$ cat config.mk
export PLATFORM = sky130hd
export DESIGN_NAME = aes_controller
export DESIGN_NICKNAME = d
export VERILOG_FILES = /design/src/rtl/aes_ctrl_pkg.sv /design/src/rtl/aes_bus_pkg.sv /design/src/rtl/aes_controller.sv /design/src/rtl/aes_controller_dispatch.sv /design/src/rtl/aes_controller_input.sv /design/src/rtl/aes_controller_output.sv /design/src/rtl/fifo.sv
export SDC_FILE = /design/constraint.sdc
export NUM_CORES = 2
export LEC_CHECK = 0
export BUFFER_PORTS_ARGS = -buffer_cell sky130_fd_sc_hd__buf_2
export CORE_ASPECT_RATIO = 1.1
export CORE_MARGIN = 2
export CORE_UTILIZATION = 45
export DETAILED_ROUTE_END_ITERATION = 10
export GPL_TIMING_DRIVEN = 0
export SETUP_SLACK_MARGIN = 0.5
export SLEW_MARGIN = 20
export SYNTH_ARGS = -nofsm -noshare
export SYNTH_HDL_FRONTEND = slang
export SYNTH_HIERARCHICAL = 1
export SYNTH_MEMORY_MAX_BITS = 65536
export SYNTH_SLANG_ARGS = --single-unit
$ cat constraint.sdc
create_clock -name clk -period 13 [get_ports clk]
set_input_delay 1.3 -clock clk [delete_from_list [all_inputs] [get_ports clk]]
set_output_delay 1.3 -clock clk [all_outputs]
set_load 0.02 [all_outputs]
$ cat src/rtl/aes_ctrl_pkg.sv
// Controller sizing constants, command opcodes and FSM state encodings
package aes_ctrl_pkg;

	// Bus word and AES block sizes
	localparam int WORD_S = 32;
	localparam int BLK_S = 128;

	// Words per block and the width of a counter over them
	localparam int NB = BLK_S / WORD_S;
	localparam int NB_W = $clog2(NB);

	// Opcode field in the low bits of the command word
	localparam int OPC_W = 2;

	typedef enum logic [OPC_W-1:0] {
		CMD_SET_KEY = 2'd0,
		CMD_ENCRYPT = 2'd1,
		CMD_DECRYPT = 2'd2
	} aes_opcode_e;

	// Input block framing
	typedef enum logic {
		GET_CMD,
		GET_PAYLOAD
	} in_state_e;

	// Dispatcher, two pop states then the request handshake
	typedef enum logic [1:0] {
		WAIT_CMD,
		WAIT_BLK,
		REQ_HIGH,
		REQ_LOW
	} disp_state_e;

endpackage

$ cat src/rtl/aes_bus_pkg.sv
// Packed structs for queue entries and core request and result payloads
package aes_bus_pkg;

	// One input queue entry, a command word or a payload block
	typedef struct packed {
		logic                            last;
		logic [aes_ctrl_pkg::BLK_S-1:0]  blk;
	} queue_entry_t;

	// Request to the cipher core
	typedef struct packed {
		aes_ctrl_pkg::aes_opcode_e       op;
		logic [aes_ctrl_pkg::BLK_S-1:0]  blk;
		logic                            last;
	} core_req_t;

	// Result from the cipher core
	typedef struct packed {
		logic [aes_ctrl_pkg::BLK_S-1:0]  blk;
		logic                            last;
	} core_res_t;

	// Entry widths used to size the two FIFOs
	localparam int QUEUE_ENTRY_W = $bits(queue_entry_t);
	localparam int CORE_RES_W = $bits(core_res_t);

endpackage

$ cat src/rtl/aes_controller.sv
// AES controller top level joining the input, dispatch and output blocks
`timescale 1ns/1ps

module aes_controller #(
	parameter int IN_FIFO_DEPTH = 16,
	parameter int IN_FIFO_ADDR_WIDTH = 4,
	parameter int OUT_FIFO_DEPTH = 16,
	parameter int OUT_FIFO_ADDR_WIDTH = 4
) (
	input  logic                            clk,
	input  logic                            reset,
	input  logic                            bus_wren,
	input  logic                            bus_tlast,
	input  logic [aes_ctrl_pkg::WORD_S-1:0] bus_data,
	output logic                            busy,
	output logic                            core_req,
	output aes_bus_pkg::core_req_t          core_req_data,
	input  logic                            core_ack,
	input  logic                            res_req,
	input  aes_bus_pkg::core_res_t          res_data,
	output logic                            res_ack,
	output logic                            rd_valid,
	input  logic                            rd_ready,
	output logic [aes_ctrl_pkg::WORD_S-1:0] rd_data,
	output logic                            rd_last
);
	import aes_bus_pkg::*;

	// Input queue read side
	logic         q_valid;
	logic         q_ready;
	queue_entry_t q_data;

	aes_controller_input #(
		.FIFO_DEPTH(IN_FIFO_DEPTH),
		.FIFO_ADDR_WIDTH(IN_FIFO_ADDR_WIDTH)
	) u_input (
		.clk(clk),
		.reset(reset),
		.bus_wren(bus_wren),
		.bus_tlast(bus_tlast),
		.bus_data(bus_data),
		.busy(busy),
		.q_valid(q_valid),
		.q_ready(q_ready),
		.q_data(q_data)
	);

	aes_controller_dispatch u_dispatch (
		.clk(clk),
		.reset(reset),
		.q_valid(q_valid),
		.q_ready(q_ready),
		.q_data(q_data),
		.core_req(core_req),
		.core_req_data(core_req_data),
		.core_ack(core_ack)
	);

	aes_controller_output #(
		.FIFO_DEPTH(OUT_FIFO_DEPTH),
		.FIFO_ADDR_WIDTH(OUT_FIFO_ADDR_WIDTH)
	) u_output (
		.clk(clk),
		.reset(reset),
		.res_req(res_req),
		.res_data(res_data),
		.res_ack(res_ack),
		.rd_valid(rd_valid),
		.rd_ready(rd_ready),
		.rd_data(rd_data),
		.rd_last(rd_last)
	);

endmodule

$ cat src/rtl/aes_controller_dispatch.sv
// Dispatcher: command decode, queue pop and the four-phase core request channel
`timescale 1ns/1ps

module aes_controller_dispatch (
	input  logic                      clk,
	input  logic                      reset,
	input  logic                      q_valid,
	output logic                      q_ready,
	input  aes_bus_pkg::queue_entry_t q_data,
	output logic                      core_req,
	output aes_bus_pkg::core_req_t    core_req_data,
	input  logic                      core_ack
);
	import aes_ctrl_pkg::*;

	disp_state_e state;
	aes_opcode_e opcode;
	logic        pop;

	// One entry at a time, never during a handshake
	assign q_ready = (state == WAIT_CMD) || (state == WAIT_BLK);
	assign pop = q_valid && q_ready;

	// Request is up exactly while waiting for the ack
	assign core_req = (state == REQ_HIGH);

	always_ff @(posedge clk) begin
		if (reset) begin
			state <= WAIT_CMD;
		end else begin
			case (state)
				WAIT_CMD: begin
					if (q_valid)
						state <= WAIT_BLK;
				end
				WAIT_BLK: begin
					if (q_valid)
						state <= REQ_HIGH;
				end
				REQ_HIGH: begin
					if (core_ack)
						state <= REQ_LOW;
				end
				REQ_LOW: begin
					// Core has dropped ack, next block or next command
					if (!core_ack)
						state <= core_req_data.last ? WAIT_CMD : WAIT_BLK;
				end
				default: state <= WAIT_CMD;
			endcase
		end
	end

	// Opcode of the current message, upper command bits ignored
	always_ff @(posedge clk) begin
		if (pop && (state == WAIT_CMD))
			opcode <= aes_opcode_e'(q_data.blk[OPC_W-1:0]);
	end

	// Held from request rise through ack fall
	always_ff @(posedge clk) begin
		if (pop && (state == WAIT_BLK)) begin
			core_req_data.op <= opcode;
			core_req_data.blk <= q_data.blk;
			core_req_data.last <= q_data.last;
		end
	end

endmodule

$ cat src/rtl/aes_controller_input.sv
// Input block: command and payload word capture, block packing and the input queue
`timescale 1ns/1ps

module aes_controller_input #(
	parameter int FIFO_DEPTH = 16,
	parameter int FIFO_ADDR_WIDTH = 4
) (
	input  logic                            clk,
	input  logic                            reset,
	input  logic                            bus_wren,
	input  logic                            bus_tlast,
	input  logic [aes_ctrl_pkg::WORD_S-1:0] bus_data,
	output logic                            busy,
	output logic                            q_valid,
	input  logic                            q_ready,
	output aes_bus_pkg::queue_entry_t       q_data
);
	import aes_ctrl_pkg::*;
	import aes_bus_pkg::*;

	localparam logic [NB_W-1:0] LAST_WORD = NB_W'(NB - 1);

	in_state_e       state;
	logic [NB_W-1:0] word_cnt;
	logic            accept;
	logic            cmd_done;
	logic            blk_done;
	logic            wr_valid;
	logic            wr_ready;
	logic            full;
	queue_entry_t    wr_entry;

	// A word is taken only while nothing is waiting for the queue
	assign busy = wr_valid || full;
	assign accept = bus_wren && !busy;
	assign cmd_done = accept && (state == GET_CMD);
	assign blk_done = accept && (state == GET_PAYLOAD) && (word_cnt == LAST_WORD);

	// Framing of command word and payload blocks
	always_ff @(posedge clk) begin
		if (reset) begin
			state <= GET_CMD;
			word_cnt <= '0;
		end else if (accept) begin
			if (state == GET_CMD) begin
				state <= GET_PAYLOAD;
				word_cnt <= '0;
			end else begin
				word_cnt <= word_cnt + 1'b1;
				if (blk_done && bus_tlast)
					state <= GET_CMD;
			end
		end
	end

	// Newest word lands in the top word, so word 0 ends in bits 31:0
	always_ff @(posedge clk) begin
		if (accept) begin
			if (state == GET_CMD) begin
				wr_entry.last <= 1'b0;
				wr_entry.blk <= {{(BLK_S - WORD_S){1'b0}}, bus_data};
			end else begin
				wr_entry.last <= bus_tlast;
				wr_entry.blk <= {bus_data, wr_entry.blk[BLK_S-1:WORD_S]};
			end
		end
	end

	always_ff @(posedge clk) begin
		if (reset)
			wr_valid <= 1'b0;
		else if (cmd_done || blk_done)
			wr_valid <= 1'b1;
		else if (wr_valid && wr_ready)
			wr_valid <= 1'b0;
	end

	fifo #(
		.DEPTH(FIFO_DEPTH),
		.ADDR_WIDTH(FIFO_ADDR_WIDTH),
		.DATA_WIDTH(QUEUE_ENTRY_W)
	) u_in_fifo (
		.clk(clk),
		.reset(reset),
		.wr_valid(wr_valid),
		.wr_ready(wr_ready),
		.wr_data(wr_entry),
		.rd_ready(q_ready),
		.rd_valid(q_valid),
		.rd_data(q_data),
		.almost_full(),
		.full(full),
		.empty()
	);

endmodule

$ cat src/rtl/aes_controller_output.sv
// Output block: result handshake into the output queue and 32-bit read serializer
`timescale 1ns/1ps

module aes_controller_output #(
	parameter int FIFO_DEPTH = 16,
	parameter int FIFO_ADDR_WIDTH = 4
) (
	input  logic                            clk,
	input  logic                            reset,
	input  logic                            res_req,
	input  aes_bus_pkg::core_res_t          res_data,
	output logic                            res_ack,
	output logic                            rd_valid,
	input  logic                            rd_ready,
	output logic [aes_ctrl_pkg::WORD_S-1:0] rd_data,
	output logic                            rd_last
);
	import aes_ctrl_pkg::*;
	import aes_bus_pkg::*;

	localparam logic [NB_W-1:0] LAST_WORD = NB_W'(NB - 1);

	core_res_t       head;
	logic [NB_W-1:0] word_idx;
	logic            push;
	logic            room;
	logic            word_xfer;
	logic            pop;

	// New result offered until it is acked
	assign push = res_req && !res_ack;

	always_ff @(posedge clk) begin
		if (reset)
			res_ack <= 1'b0;
		else if (push && room)
			res_ack <= 1'b1;
		else if (res_ack && !res_req)
			res_ack <= 1'b0;
	end

	// Serializer walks the head entry word by word
	assign word_xfer = rd_valid && rd_ready;
	assign pop = word_xfer && (word_idx == LAST_WORD);
	assign rd_data = head.blk[word_idx*WORD_S +: WORD_S];
	assign rd_last = head.last && (word_idx == LAST_WORD);

	// Wraps to word 0 together with the pop
	always_ff @(posedge clk) begin
		if (reset)
			word_idx <= '0;
		else if (word_xfer)
			word_idx <= word_idx + 1'b1;
	end

	fifo #(
		.DEPTH(FIFO_DEPTH),
		.ADDR_WIDTH(FIFO_ADDR_WIDTH),
		.DATA_WIDTH(CORE_RES_W)
	) u_out_fifo (
		.clk(clk),
		.reset(reset),
		.wr_valid(push),
		.wr_ready(room),
		.wr_data(res_data),
		.rd_ready(pop),
		.rd_valid(rd_valid),
		.rd_data(head),
		.almost_full(),
		.full(),
		.empty()
	);

endmodule

$ cat src/rtl/fifo.sv
// Synchronous valid/ready FIFO with occupancy count and full, almost-full, empty flags
`timescale 1ns/1ps

module fifo #(
	parameter int DEPTH = 16,
	parameter int ADDR_WIDTH = 4,
	parameter int DATA_WIDTH = 32
) (
	input  logic                  clk,
	input  logic                  reset,
	input  logic                  wr_valid,
	output logic                  wr_ready,
	input  logic [DATA_WIDTH-1:0] wr_data,
	input  logic                  rd_ready,
	output logic                  rd_valid,
	output logic [DATA_WIDTH-1:0] rd_data,
	output logic                  almost_full,
	output logic                  full,
	output logic                  empty
);
	localparam logic [ADDR_WIDTH:0] COUNT_MAX = (ADDR_WIDTH + 1)'(DEPTH);
	localparam logic [ADDR_WIDTH-1:0] LAST_ADDR = ADDR_WIDTH'(DEPTH - 1);

	logic [DATA_WIDTH-1:0] mem [DEPTH];
	logic [ADDR_WIDTH-1:0] wr_ptr;
	logic [ADDR_WIDTH-1:0] rd_ptr;
	logic [ADDR_WIDTH:0]   count;
	logic                  do_write;
	logic                  do_read;

	assign do_write = wr_valid && wr_ready;
	assign do_read = rd_valid && rd_ready;

	// Status flags straight from the occupancy count
	assign full = (count == COUNT_MAX);
	assign almost_full = (count == COUNT_MAX - 1'b1);
	assign empty = (count == '0);
	assign wr_ready = !full;
	assign rd_valid = !empty;

	// Head entry is shown without a read stage
	assign rd_data = mem[rd_ptr];

	always_ff @(posedge clk) begin
		if (reset) begin
			wr_ptr <= '0;
			rd_ptr <= '0;
			count <= '0;
		end else begin
			if (do_write)
				wr_ptr <= (wr_ptr == LAST_ADDR) ? '0 : wr_ptr + 1'b1;
			if (do_read)
				rd_ptr <= (rd_ptr == LAST_ADDR) ? '0 : rd_ptr + 1'b1;

			// Simultaneous push and pop leave the count alone
			case ({do_write, do_read})
				2'b10: count <= count + 1'b1;
				2'b01: count <= count - 1'b1;
				default: count <= count;
			endcase
		end
	end

	always_ff @(posedge clk) begin
		if (do_write)
			mem[wr_ptr] <= wr_data;
	end

endmodule

==> metrics.csv <==
metric,value,unit
finalHoldViolations,0,
fin_util,0.5307,
dieArea,376100,um^2
grt_max_degree,48,
syn_inst,7066,
dpl_cell_area,181900,um^2
cts_setup_buffers,0,
gp_congestion,0.7789,
grtUsageTotal,0.2424,
r2r-start,u_output/u_out_fifo/count[1]$_SDFFE_PP0P_,
clk-insertion-delay-late,1.00,ns
cts_made_buffers,437,
swShare,0.2468,
critical_path.cell_chain,buf_2 -> buf_2 -> clkbuf_1 -> mux4_2 -> a22oi_1 -> nand2_1 -> mux4_2 -> buf_2,
drtPass1Iterations,5,
multiInputGateArea,32500,um^2
first_iter_violations,9324,
max_cap_viol_count,0,
final_cells,13614,
cpPeakStageDelay,0.72,ns
final_cell_mix,"edfxtp_1, mux4_2, clkbuf_16, buf_2, clkbuf_1",
r2r_cells,15,
clock_skew,0.1039,ns
clock_power_share,0.371,
cts_root_buf,clkbuf_16,
final_area,196100,um^2
tritoncts,done,
dp_hpwl,313700,um
worstHoldPathCells,0,
path_buf_inv,4,
die_w,584.9,um
setup_tns,0,ns
h-tree-depth,5,
setup_violations,0,
combPwrFrac,0.122,
postRouteAntennaNets,0,
vias_per_cell,5.963,
period_share,0.5102,
io_buffers,335,
cts.clk_slew.worst_paths,0.06,ns
cp_top_family,buffers and inverters,
relSlewSlack,0.2113,
critical_path_peak_fanout,10,
initial_core_util,0.4521,
p_leak,61.42,nW
die_y,643.0,um
area_growth,17.38,%
drt-total-wl,459500,um
coreArea,369500,um^2
final_common_cell,edfxtp_1,
required,11.70,ns
critical_path_class,flip-flop to primary output,
powerDensity,171.2,nW/um^2
crit_top_cell,buf_2,
cts_hold_buffers,0,
synth-warning-count,6,
switchingPower,8.284,mW
crit_slowest_cell,mux4_2,
hp-class,flip-flop to flip-flop,
rows,234,
ios,336,
cp.arrival,5.33,ns
drc,0,
crit_path_start_kind,flip-flop,
syn_area_per_cell,23.64,um^2
wl_per_cell,33.75,um
vias,81184,
synthesis.area,167000,um^2
worst_slew_pin_slew,1.183,ns
rrSetupSlack,8.94,ns
seqPwrFrac,0.506,
nets,8440,
endpoint_kind,primary output,
worstHoldStart,u_dispatch/opcode[0]$_DFFE_PP_,
drive_gt1_frac,0.3220,
peakVddDrop,0.0001402,V
cts_resized,0,
grt_antenna_before_repair,126,
p_int,25.28,mW
status,"complete, no violations",
placed_cells,12767,
r2r-end,u_output/u_out_fifo/count[4]$_SDFFE_PP0P_,
clock_path_buffers,4,
slew_viol_final,0,
grt_pass1_vias,82053,
overflow,0,
fill_cells,28140,
seqCellArea,132700,um^2
min_period,6.633,ns
grt_pass1_wl,636900,um
fmax,0.1508,GHz
rsz0062_at_grt,no,
synth_fp_nets,7256,
cts_sinks,4433,
hold_end,u_dispatch/core_req_data[129]$_DFFE_PP_,
==> worst max-delay path by stage <==
| stage | startpoint | endpoint | slack, ns | depth (start not counted) |
|---|---|---|---|---|
| after floorplan | res_req | u_output/u_out_fifo/mem[0][0]$_DFFE_PP_ | 1.42 | 4 |
| after global placement | res_req | u_output/u_out_fifo/mem[2][68]$_DFFE_PP_ | -11.36 | 5 |
| after detailed placement | flip-flop | rd_data[23] | 7.40 | 8 |
| after CTS | flip-flop | rd_data[23] | 6.31 | 8 |
| after global routing | flip-flop | rd_data[27] | 6.33 | 8 |
| final | flip-flop | rd_data[27] | 6.37 | 8 |
==> power groups by stage <==
stage	Sequential (mW)	Clock (mW)	Combinational, mW
2_1_floorplan	17.3	0	2.34
3_3_place_gp	17.4	0	3.99
3_5_place_dp	17.3	0	4.15
4_1_cts	17.0	12.7	4.16
5_1_grt	17.0	13.2	4.32
6_report	17.0	12.5	4.10
==> worst register-to-register path, stage by stage, from the launching register on <==
cell and delay [ns]:
dfxtp_1 0.29, buf_2 0.15, or4_4 0.56, nor2_1 0.35
inv_1 0.20, and3_1 0.31, o21ai_1 0.28, inv_1 0.14
ha_1 0.20, clkbuf_1 0.20, xor2_1 0.19, ha_1 0.21
a21oi_1 0.29, a32oi_1 0.20, a221oi_1 0.32, nand2b_1 0.10
==> metrics by stage <==
stage                     hold slack [ns]  power, mW  setup slack (ns)
after floorplan                    0.4003      19.64             1.416
after global placement             0.4017      21.43            -11.36
after detailed placement           0.4164      21.44             7.402
after CTS                          0.4308      33.84             6.312
after global routing               0.4358      34.58             6.327
final                              0.4316      33.57             6.367
==> flip-flops by register name (all words and copies together), names as in the netlist, named ones only <==
signal / count
u_input/u_in_fifo/count: 5
u_dispatch/core_req_data: 131
u_output/u_out_fifo/mem: 2064
u_input/wr_entry: 129
u_output/u_out_fifo/count: 5
u_input/u_in_fifo/rd_ptr: 4
u_dispatch/state: 2
u_dispatch/opcode: 2
u_input/word_cnt: 2
u_output/res_ack: 1
u_output/word_idx: 2
u_output/u_out_fifo/rd_ptr: 4
u_output/u_out_fifo/wr_ptr: 4
u_input/u_in_fifo/mem: 2064
u_input/u_in_fifo/wr_ptr: 4
u_input/wr_valid: 1
u_input/state: 1
==> final cells by class <==
class | count | area share
Timing Repair Buffer | 745 | 0.04292
Multi-Input combinational cell | 2225 | 0.1658
Clock buffer | 523 | 0.05817
Antenna cell | 47 | 0.0005998
Inverter | 22 | 0.0004211
Tap cell | 4956 | 0.03162
Clock inverter | 277 | 0.01351
Sequential cell | 4433 | 0.6767
Buffer | 386 | 0.01031
==> routing by layer <==
metal | wire length [um] | GRT usage | up-vias
met5 | 497 | 0 | -
met4 | 18080 | 0.08355 | 82
met3 | 37720 | 0.05187 | 818
met2 | 234800 | 0.4164 | 3624
met1 | 168400 | 0.3046 | 43931
li1 | - | - | 32729
No activity file was read; power rests on OpenSTA's default activity.
